`config.mk`:
```
export PLATFORM = sky130hd
export DESIGN_NAME = membus_top
export DESIGN_NICKNAME = d
export VERILOG_FILES = /design/src/common/membus_pkg.sv /design/src/common/mem_req_if.sv /design/src/hw/membus/membus_credit_counter.sv /design/src/hw/membus/membus_delay_line.sv /design/src/hw/memory/text_rom.sv /design/src/hw/memory/data_ram.sv /design/src/hw/membus/membus_top.sv
export SDC_FILE = /design/constraint.sdc
export NUM_CORES = 2
export LEC_CHECK = 0
export BUFFER_PORTS_ARGS = -buffer_cell sky130_fd_sc_hd__buf_4
export CAP_MARGIN = 20
export CORE_MARGIN = 8
export CORE_UTILIZATION = 50
export CTS_BUF_LIST = sky130_fd_sc_hd__clkbuf_16
export DETAILED_ROUTE_END_ITERATION = 8
export HOLD_SLACK_MARGIN = 0.05
export PLACE_DENSITY = 0.78
export SKIP_LAST_GASP = 1
export SLEW_MARGIN = 40
export SYNTH_ARGS = -nofsm -noshare
export SYNTH_HDL_FRONTEND = slang
export SYNTH_SLANG_ARGS = --single-unit
```
`constraint.sdc`:
```
create_clock -name clock -period 3.6 [get_ports clock]
set_input_delay 0 -clock clock [delete_from_list [all_inputs] [get_ports clock]]
set_output_delay 0 -clock clock [all_outputs]
set_load 0.02 [all_outputs]
```
`src/tb/text_image.hex`:
```
// One 32-bit RISC-V instruction word per line, text word 0 first
10010537
00052283
00452303
006283b3
00752423
00100e13
01c383b3
00000013
fe0e1ee3
00a00893
00000073
00128293
40628333
0062f3b3
0062e433
0062c4b3
00229513
0022d593
4022d613
00c0006f
00000013
00000013
fff00693
00d52623
00c52703
00e68463
0040006f
00008067
ff010113
00112623
00c12083
01010113

```
`src/common/membus_pkg.sv`:
```
/*
 * Address map, latency and in-flight limits of the memory bus.
 * Region bounds are inclusive byte addresses and both regions are size aligned.
 * bus_latency must be at least 2 because the memories read one stage early.
 */
`default_nettype none

package membus_pkg;

    // Pipeline and credits
    localparam int bus_latency = 5;      // Edges from acceptance to completion
    localparam int max_reads   = 2;
    localparam int max_writes  = 1;
    localparam int count_width = 8;

    // Address map
    localparam logic [31:0] text_begin = 32'h0040_0000;
    localparam logic [31:0] text_end   = 32'h0040_007F;
    localparam logic [31:0] data_begin = 32'h1001_0000;
    localparam logic [31:0] data_end   = 32'h1001_00FF;

    // Memory sizes in words, as index widths
    localparam int text_words_log2 = 5;
    localparam int data_words_log2 = 6;

    localparam string text_image_file = "/design/src/tb/text_image.hex";

    typedef struct packed {
        logic [31:0] address;
        logic [31:0] write_data;
        logic [3:0]  byte_enable;
        logic        read_enable;
        logic        write_enable;
    } mem_req_t;

endpackage

`default_nettype wire

```
`src/common/mem_req_if.sv`:
```
/*
 * One stage of the request delay line.
 * stage_valid is high when the stage holds an accepted read or write.
 */
`timescale 1ns/1ps
`default_nettype none

interface mem_req_if
    import membus_pkg::*;
();

    mem_req_t req;
    logic     stage_valid;

    modport source (
        output req,
        output stage_valid
    );

    modport sink (
        input req,
        input stage_valid
    );

endinterface

`default_nettype wire

```
`src/hw/membus/membus_credit_counter.sv`:
```
/*
 * Tracks accepted but unretired reads and writes.
 * A request that both reads and writes takes one credit of each kind.
 * The master must hold a request while wait_req is high.
 */
`timescale 1ns/1ps
`default_nettype none

module membus_credit_counter
    import membus_pkg::*;
(
    input  wire logic clock,
    input  wire logic reset,
    input  wire logic read_enable,
    input  wire logic write_enable,
    input  wire logic read_retire,
    input  wire logic write_retire,
    output logic      wait_req,
    output logic      read_accept,
    output logic      write_accept
);

    logic [count_width-1:0] reads_in_flight;
    logic [count_width-1:0] writes_in_flight;
    logic                   reads_full;
    logic                   writes_full;

    // A retiring request frees its credit in the same cycle
    assign reads_full  = reads_in_flight >= count_width'(max_reads) && !read_retire;
    assign writes_full = writes_in_flight >= count_width'(max_writes) && !write_retire;

    assign wait_req     = reads_full || writes_full;
    assign read_accept  = read_enable && !wait_req;
    assign write_accept = write_enable && !wait_req;

    always_ff @(posedge clock or posedge reset) begin
        if (reset) begin
            reads_in_flight  <= '0;
            writes_in_flight <= '0;
        end else begin
            reads_in_flight  <= reads_in_flight
                              + count_width'(read_accept)
                              - count_width'(read_retire);
            writes_in_flight <= writes_in_flight
                              + count_width'(write_accept)
                              - count_width'(write_retire);
        end
    end

endmodule

`default_nettype wire

```
`src/hw/membus/membus_delay_line.sv`:
```
/*
 * Fixed-depth request pipeline, one stage per clock, no stalls.
 * Stage 1 enables come from the accept strobes, not from the request itself.
 * depth must be at least 2.
 */
`timescale 1ns/1ps
`default_nettype none

module membus_delay_line
    import membus_pkg::*;
#(
    parameter int depth = bus_latency
) (
    input  wire logic     clock,
    input  wire logic     reset,
    input  wire mem_req_t request,
    input  wire logic     read_accept,
    input  wire logic     write_accept,
    mem_req_if.source     tap_read,
    mem_req_if.source     tap_done
);

    logic [31:0]    address_q     [1:depth];
    logic [31:0]    write_data_q  [1:depth];
    logic [3:0]     byte_enable_q [1:depth];
    logic [depth:1] read_q;
    logic [depth:1] write_q;

    always_ff @(posedge clock) begin
        address_q[1]     <= request.address;
        write_data_q[1]  <= request.write_data;
        byte_enable_q[1] <= request.byte_enable;
        for (int i = 2; i <= depth; i++) begin
            address_q[i]     <= address_q[i-1];
            write_data_q[i]  <= write_data_q[i-1];
            byte_enable_q[i] <= byte_enable_q[i-1];
        end
    end

    always_ff @(posedge clock or posedge reset) begin
        if (reset) begin
            read_q  <= '0;
            write_q <= '0;
        end else begin
            read_q  <= {read_q[depth-1:1], read_accept};
            write_q <= {write_q[depth-1:1], write_accept};
        end
    end

    // Stage depth-1 addresses the memories one edge before completion
    assign tap_read.req = '{address:      address_q[depth-1],
                            write_data:   write_data_q[depth-1],
                            byte_enable:  byte_enable_q[depth-1],
                            read_enable:  read_q[depth-1],
                            write_enable: write_q[depth-1]};
    assign tap_read.stage_valid = read_q[depth-1] || write_q[depth-1];

    assign tap_done.req = '{address:      address_q[depth],
                            write_data:   write_data_q[depth],
                            byte_enable:  byte_enable_q[depth],
                            read_enable:  read_q[depth],
                            write_enable: write_q[depth]};
    assign tap_done.stage_valid = read_q[depth] || write_q[depth];

endmodule

`default_nettype wire

```
`src/hw/memory/text_rom.sv`:
```
/*
 * Word ROM with a registered read port.
 * Contents come from text_image_file at elaboration and never change.
 */
`timescale 1ns/1ps
`default_nettype none

module text_rom
    import membus_pkg::*;
(
    input  wire logic                       clock,
    input  wire logic [text_words_log2-1:0] index,
    output logic [31:0]                     word
);

    logic [31:0] rom [2**text_words_log2];

    initial begin
        $readmemh(text_image_file, rom);
    end

    always_ff @(posedge clock) begin
        word <= rom[index];
    end

endmodule

`default_nettype wire

```
`src/hw/memory/data_ram.sv`:
```
/*
 * Word RAM with a registered read port and byte-lane writes.
 * A read and a write to the same word at one edge return the new bytes.
 */
`timescale 1ns/1ps
`default_nettype none

module data_ram
    import membus_pkg::*;
(
    input  wire logic                       clock,
    input  wire logic [data_words_log2-1:0] read_index,
    input  wire logic [data_words_log2-1:0] write_index,
    input  wire logic [31:0]                write_data,
    input  wire logic [3:0]                 byte_enable,
    input  wire logic                       write,
    output logic [31:0]                     word
);

    logic [31:0] ram [2**data_words_log2];
    logic [31:0] read_next;

    // Forward lanes written at this edge to the read port
    always_comb begin
        read_next = ram[read_index];
        for (int lane = 0; lane < 4; lane++) begin
            if (write && byte_enable[lane] && write_index == read_index) begin
                read_next[8*lane +: 8] = write_data[8*lane +: 8];
            end
        end
    end

    always_ff @(posedge clock) begin
        for (int lane = 0; lane < 4; lane++) begin
            if (write && byte_enable[lane]) begin
                ram[write_index][8*lane +: 8] <= write_data[8*lane +: 8];
            end
        end
        word <= read_next;
    end

endmodule

`default_nettype wire

```
`src/hw/membus/membus_top.sv`:
```
/*
 * Memory bus in front of the text ROM and the data RAM.
 * Fixed latency of bus_latency edges, in-order completion, word accesses only.
 * Unmapped accesses and text writes complete with bus_error and change nothing.
 */
`timescale 1ns/1ps
`default_nettype none

module membus_top
    import membus_pkg::*;
(
    input  wire logic        clock,
    input  wire logic        reset,
    input  wire logic [31:0] address,
    input  wire logic [31:0] write_data,
    input  wire logic [3:0]  byte_enable,
    input  wire logic        read_enable,
    input  wire logic        write_enable,
    output logic [31:0]      read_data,
    output logic             wait_req,
    output logic             valid,
    output logic             bus_error
);

    mem_req_t    request;
    logic        read_accept;
    logic        write_accept;
    logic        read_retire;
    logic        write_retire;
    logic        done_text_hit;
    logic        done_data_hit;
    logic        ram_write;
    logic [31:0] text_word;
    logic [31:0] data_word;

    mem_req_if tap_read ();
    mem_req_if tap_done ();

    function automatic logic in_region(logic [31:0] addr, logic [31:0] lo, logic [31:0] hi);
        return addr >= lo && addr <= hi;
    endfunction

    assign request = '{address:      address,
                       write_data:   write_data,
                       byte_enable:  byte_enable,
                       read_enable:  read_enable,
                       write_enable: write_enable};

    membus_credit_counter credits (
        .clock        (clock),
        .reset        (reset),
        .read_enable  (read_enable),
        .write_enable (write_enable),
        .read_retire  (read_retire),
        .write_retire (write_retire),
        .wait_req     (wait_req),
        .read_accept  (read_accept),
        .write_accept (write_accept)
    );

    membus_delay_line #(.depth(bus_latency)) pipeline (
        .clock        (clock),
        .reset        (reset),
        .request      (request),
        .read_accept  (read_accept),
        .write_accept (write_accept),
        .tap_read     (tap_read),
        .tap_done     (tap_done)
    );

    text_rom text_memory (
        .clock (clock),
        .index (tap_read.req.address[text_words_log2+1:2]),
        .word  (text_word)
    );

    data_ram data_memory (
        .clock       (clock),
        .read_index  (tap_read.req.address[data_words_log2+1:2]),
        .write_index (tap_done.req.address[data_words_log2+1:2]),
        .write_data  (tap_done.req.write_data),
        .byte_enable (tap_done.req.byte_enable),
        .write       (ram_write),
        .word        (data_word)
    );

    assign done_text_hit = in_region(tap_done.req.address, text_begin, text_end);
    assign done_data_hit = in_region(tap_done.req.address, data_begin, data_end);
    assign ram_write     = tap_done.req.write_enable && done_data_hit;

    always_comb begin
        if (!tap_done.req.read_enable) read_data = '0;
        else if (done_text_hit)        read_data = text_word;
        else if (done_data_hit)        read_data = data_word;
        else                           read_data = '0;  // Unmapped read
    end

    assign valid     = tap_done.req.read_enable;
    assign bus_error = tap_done.stage_valid
                    && (!(done_text_hit || done_data_hit)
                        || (done_text_hit && tap_done.req.write_enable));

    assign read_retire  = tap_done.req.read_enable;
    assign write_retire = tap_done.req.write_enable;

endmodule

`default_nettype wire

```
Yosys cells after proc, flatten, opt, wreduce, memory -nomap -nowiden
Memory sizes are Yosys's and may differ from the RTL's. A register that Yosys moved wholly into a read port is not among the register bits. Cells that the tools add are included.

$add $sub $neg: 4. Order comparisons: 6. Multiplexer cells: 11. Reductions and logical operators: 21.

Operator list (number): 32-bit 2-to-1 mux (3); 32-bit by 23-bit >= comparator with 1-bit output, second input constant (1); 32-bit by 29-bit >= comparator with 1-bit output, second input constant (1); 32-bit by 23-bit less-or-equal comparator with 1-bit output, second input constant (1); 32-bit by 29-bit less-or-equal comparator with 1-bit output, second input constant (1); 8-bit by 1-bit adder with 8-bit output (2); 8-bit by 1-bit subtractor with 8-bit output (2); 1-bit logical AND (13); 8-bit by 1-bit >= comparator with 1-bit output, second input constant (1); 8-bit by 2-bit >= comparator with 1-bit output, second input constant (1); 1-bit 2-to-1 mux (8); 1-bit zero test (4); 1-bit logical OR (4).

Register bits: 58. RAM bits: 2388. Output and inout port bits: 35. Memories: 4.

Memory list: data_memory.ram (words 64, bits a word 32, read ports 1, clocked after Yosys merged registers in 1, wr ports 1, line data_ram.sv:20) `logic [31:0] ram [2**data_words_log2];`; pipeline.address_q (words 5, bits a word 32, read ports 5, clocked after Yosys merged registers in 0, wr ports 5, line membus_delay_line.sv:23) `logic [31:0] address_q [1:depth];`; pipeline.write_data_q (words 5, bits a word 32, read ports 5, clocked after Yosys merged registers in 0, wr ports 5, line membus_delay_line.sv:24) `logic [31:0] write_data_q [1:depth];`; pipeline.byte_enable_q (words 5, bits a word 4, read ports 5, clocked after Yosys merged registers in 0, wr ports 5, line membus_delay_line.sv:25) `logic [3:0] byte_enable_q [1:depth];`.

Longest topological paths before layout
Depth in word-level cells: 7. Gate-level depth with buffers: 19.

Cells and area by module
Synthesis repeated with hierarchy kept, for this count alone.

Cell total of the unflattened synthesis: 4289. Area total of the unflattened synthesis: 89593.4 um2.

By module, submodules not included: data_ram (times used 1, cells an instance 3550, area an instance 79251.0 um2, seq. area each 61619.1 um2); membus_delay_line (times used 1, cells an instance 493, area an instance 8124.0 um2, seq. area each 7056.8 um2); membus_credit_counter (times used 1, cells an instance 120, area an instance 1199.9 um2, seq. area each 400.4 um2); membus_top (times used 1, cells an instance 93, area an instance 774.5 um2, seq. area each 0.0 um2); text_rom (times used 1, cells an instance 33, area an instance 244.0 um2, seq. area each 0.0 um2).

Least setup slack after synthesis
OpenSTA, ideal clock, no wires.

Path kind: register to register. Start: register credits.writes_in_flight[2]. End: register credits.writes_in_flight[6]. Data arrival time: 2.857 ns. Required time: 3.478 ns. Path slack: 0.621 ns. Stages on the path, launching flop included: 20. Path buffers: 0. Period minus slack after synthesis: 2.979 ns. Cells stage by stage: dfrtp_1 > inv_1 > ha_1 > inv_1 > o31ai_1 > nand2_1 > a21boi_0 > o22a_1 > nand2_1 > ha_1 > inv_1 > ha_1 > inv_1 > fa_1 > nand2b_1 > a21oi_1 > o21ai_0 > a21oi_1 > nor2_1 > xnor2_1.

Cells in the longest elaborated chain, start to end: 7.

RTL lines: from (decl) (line membus_credit_counter.sv:24) `logic [count_width-1:0] writes_in_flight;`; from (signal assigned) (line membus_credit_counter.sv:44) `writes_in_flight <= writes_in_flight`; 8-bit by 1-bit >= comparator with 1-bit output (line membus_credit_counter.sv:30) `assign writes_full = writes_in_flight >= count_width'(max_writes) && !write_retire;`; 1-bit logical AND (line membus_credit_counter.sv:30); 1-bit logical OR (line membus_credit_counter.sv:32) `assign wait_req = reads_full || writes_full;`; 1-bit zero test (line membus_credit_counter.sv:34) `assign write_accept = write_enable && !wait_req;`; 1-bit logical AND (line membus_credit_counter.sv:34); 8-bit by 1-bit adder with 8-bit output (*) (line membus_credit_counter.sv:45) `+ count_width'(write_accept)`; 8-bit by 1-bit subtractor with 8-bit output (*) (line membus_credit_counter.sv:46) `- count_width'(write_retire);`.

Mark *: on every way between the ends. The rest lies on a longest branch, timed or not.

==> impl_metrics.py <==
metrics = {
    "status": {
        "outcome": "finished, violations left",
        "violations": "DRC, setup timing",
    },
    "hold_path": {
        "hp-start": "read_enable",
        "holdPathEnd": "credits.reads_in_flight[1]",
        "hold_path_depth": 6,
        "hold_path_class": "input pin to register",
    },
    "timing": {
        "period_needed_ns": 3.74,
        "finalHoldViolations": 0,
        "slew_headroom": 0.317,
        "fin_tns_setup_ns": -0.701,
        "finalCritPeriodShare": 1.04,
        "setup_viol": 14,
        "rsz0062_at_grt": "true",
        "worst_pin_slew_ns": 1.02,
        "worst_slack_ns": -0.138,
        "hold_slack_ns": 0.290,
        "drv_slew": 0,
        "skew_ns": 0.0557,
        "max_freq_mhz": 267,
    },
    "place": {
        "io_buffer_count": 104,
        "dp_hpwl_um": 156000,
        "detailed_place.area_um2": 94100,
        "pre_cts_ws_ns": 0.119,
        "place_congestion": 0.940,
        "place.detailed.instances": 7447,
    },
    "setup_path": {
        "r2r_end": "credits.writes_in_flight[6]",
        "reg2reg_slack_ns": 0.27,
        "arrival_ns": 3.74,
        "reg2reg_from": "credits.writes_in_flight[2]",
        "cp_data_required_time_ns": 3.60,
        "cp-end-kind": "output port",
        "r2r_cells": 19,
        "cp-start-kind": "register",
        "path_class": "register to output port",
        "path_max_fanout": 15,
    },
    "clock_network": {
        "clk_pin_slew_worst_paths_ns": 0.07,
        "numCtsBuffers": 223,
        "numClockSinks": 2404,
        "cts_buffer_depth": 3,
        "cts_max_level": 4,
        "clkLatencyLatePin_ns": 0.87,
        "tritoncts": "yes",
        "cts_root_buffer": "clkbuf_16",
    },
    "global_route": {
        "grt_pass1_vias": 51600,
        "grt.overflow.total": 0,
        "grt_pass1_wl_um": 373000,
        "grt_start_max_net_pins": 65,
        "grt_antenna_before_repair": 15,
        "grt_use_total": 0.270,
    },
    "routing": {
        "vias": 53200,
        "first_pass_iters": 9,
        "wl_um": 271000,
        "avgViaCountPerCell": 6.57,
        "drc_errors": 31,
        "ant_nets": 0,
        "routedWlPerCell_um": 33.5,
        "drtIter0Drc": 9781,
    },
    "yosys": {
        "synth_cell_type_count": 83,
        "synth_edf_count": 2048,
        "synth_common_cells": "edfxtp_1 (2048), nor2_1 (355), dfxtp_1 (330)",
        "synth-xor-area-share": 0.00119,
        "yosys.area_share.simple": 0.0325,
        "syn_area_um2": 88100,
        "synth_mux_area_frac": 0.0922,
        "synth_nets": 4932,
        "synth_top_area_cell": "edfxtp_1",
        "ys.flop_type": "edfxtp_1",
        "synth_cells": 4831,
        "synthAdderAreaFrac": 0.00429,
        "syn_avg_cell_area_um2": 18.2,
        "synth_most_common_cell": "edfxtp_1",
        "synth_top_family_by_area": "multiplexers",
        "synth_compound_area_frac": 0.0667,
        "ys_top_cells_by_area": "edfxtp_1 (70%), dfxtp_1 (7.5%), mux4_2 (4.9%), mux2_2 (2.4%), o22ai_1 (2.0%)",
        "yosysSeqAreaShare": 0.781,
        "ys_seq_elements": 2404,
        "yosysTopAreaCellShare": 0.698,
        "synth-async-reset-ratio": 0.0108,
        "yosys_warnings": 0,
    },
    "flow_run": {
        "cap_violations": 0,
    },
    "cells_and_area": {
        "fin_cells": 8093,
        "layout-drive-gt1-share": 0.265,
        "nets": 5657,
        "syn_to_final_growth_pct": 18.9,
        "final_area_um2": 105000,
    },
    "power": {
        "leakage_nw": 35.2,
        "power.density_nw_per_um2": 535,
        "irDropWorstVdd_mv": 0.523,
    },
    "floorplanning": {
        "core_area_um2": 176000,
        "chipWidth_um": 436,
        "dieArea_um2": 190000,
        "num_rows": 154,
        "initial_core_util": 0.502,
        "dieHeight_um": 436,
        "num_io_pins": 107,
    },
}
## state kept, by name, indices dropped and copies added, names as in the netlist
signal                    count
pipeline.address_q          150
pipeline.read_q               5
pipeline.byte_enable_q       20
credits.writes_in_flight      8
pipeline.write_q              5
credits.reads_in_flight       8
pipeline.write_data_q       160
data_memory.ram            2048
## worst max-delay path, cell delays in order (launching register included)
cell and delay [ns]:
dfxtp_4 0.40, buf_6 0.18, buf_8 0.18, nand2b_4 0.18, buf_12 0.16, buf_12 0.14, o21ai_0 0.08, a21oi_1 0.17
o22ai_1 0.19, a221o_2 0.48, a2111oi_4 0.44, buf_4 0.23
## cell usage in the layout, fill, tap and decap left out, drive strengths merged, types with 41 or more instances in the layout
master and instances:
a21oi 103, a22oi 41, buf 637, clkbuf 244, clkinv 100, dfxtp 330, dlygate4sd3 138, edfxtp 2048
inv 97, mux2 185, mux2i 150, mux4 200, nand2 191, nor2 355, o21ai 122, o221ai 122
o22ai 279
## layer usage
metal / vias up / share of wire / GRT usage
met5: - / 0.00039 / 0
met4: 12 / 0.088 / 0.180
met3: 1354 / 0.16 / 0.100
met2: 5070 / 0.43 / 0.398
met1: 26000 / 0.32 / 0.334
li1: 20800 / - / -
## power breakdown
group	leakage [nW]	switching (mW)	internal, mW
Combinational	10.0	1.61	1.05
Sequential	21.5	0.399	30.4
Clock	3.61	10.2	12.4
## what timing repair did
action | in CTS | in global routing
hold buffers | 138 | 0
cloned | 8 | 13
pin swaps | 17 | 23
buffers inserted | 36 | 29
endpoints found under the setup margin | 32 | 31
gates resized for setup | 113 | 84
hold endpoints to repair | 101 | 0
## cells by family after synthesis
kind of cell,Yosys count
AND/OR/NAND/NOR,671
XOR/XNOR,12
flip-flops,2404
AO/OA/AOI/OAI,848
buffers and inverters,332
multiplexers,535
adder cells (fa/ha/maj),29
## how the worst max path moves through the flow
stage	cells past startpoint	slack, ns	to	startpoint
floorplan	19	0.62	credits.writes_in_flight[6]	credits.writes_in_flight[2]
global placement	9	0.1	read_data[30]	pipeline.address_q[0][164]
detailed placement	10	0.12	read_data[6]	pipeline.address_q[0][164]
CTS	11	-0.04	read_data[28]	pipeline.address_q[0][163]
global route	11	-0.07	read_data[29]	pipeline.address_q[0][164]
finish	11	-0.14	read_data[29]	pipeline.address_q[0][164]
## final cells by class
type	count	area, um2
multi-input combinational	2095	18000
timing repair buffer	795	7690
tap	2340	2930
clock buffer	231	5780
antenna	11	27.5
sequential	2404	68900
fill	11900	70800
inverter	37	149
clock inverter	180	1200
## through the flow
step	utilization	power (mW)
6_report	0.596	56.0
5_1_grt	0.596	57.2
4_1_cts	0.590	55.9
3_5_place_dp	0.536	33.4
3_3_place_gp	0.536	33.4
2_1_floorplan	-	32.4
(Power assumes the default switching activity.)
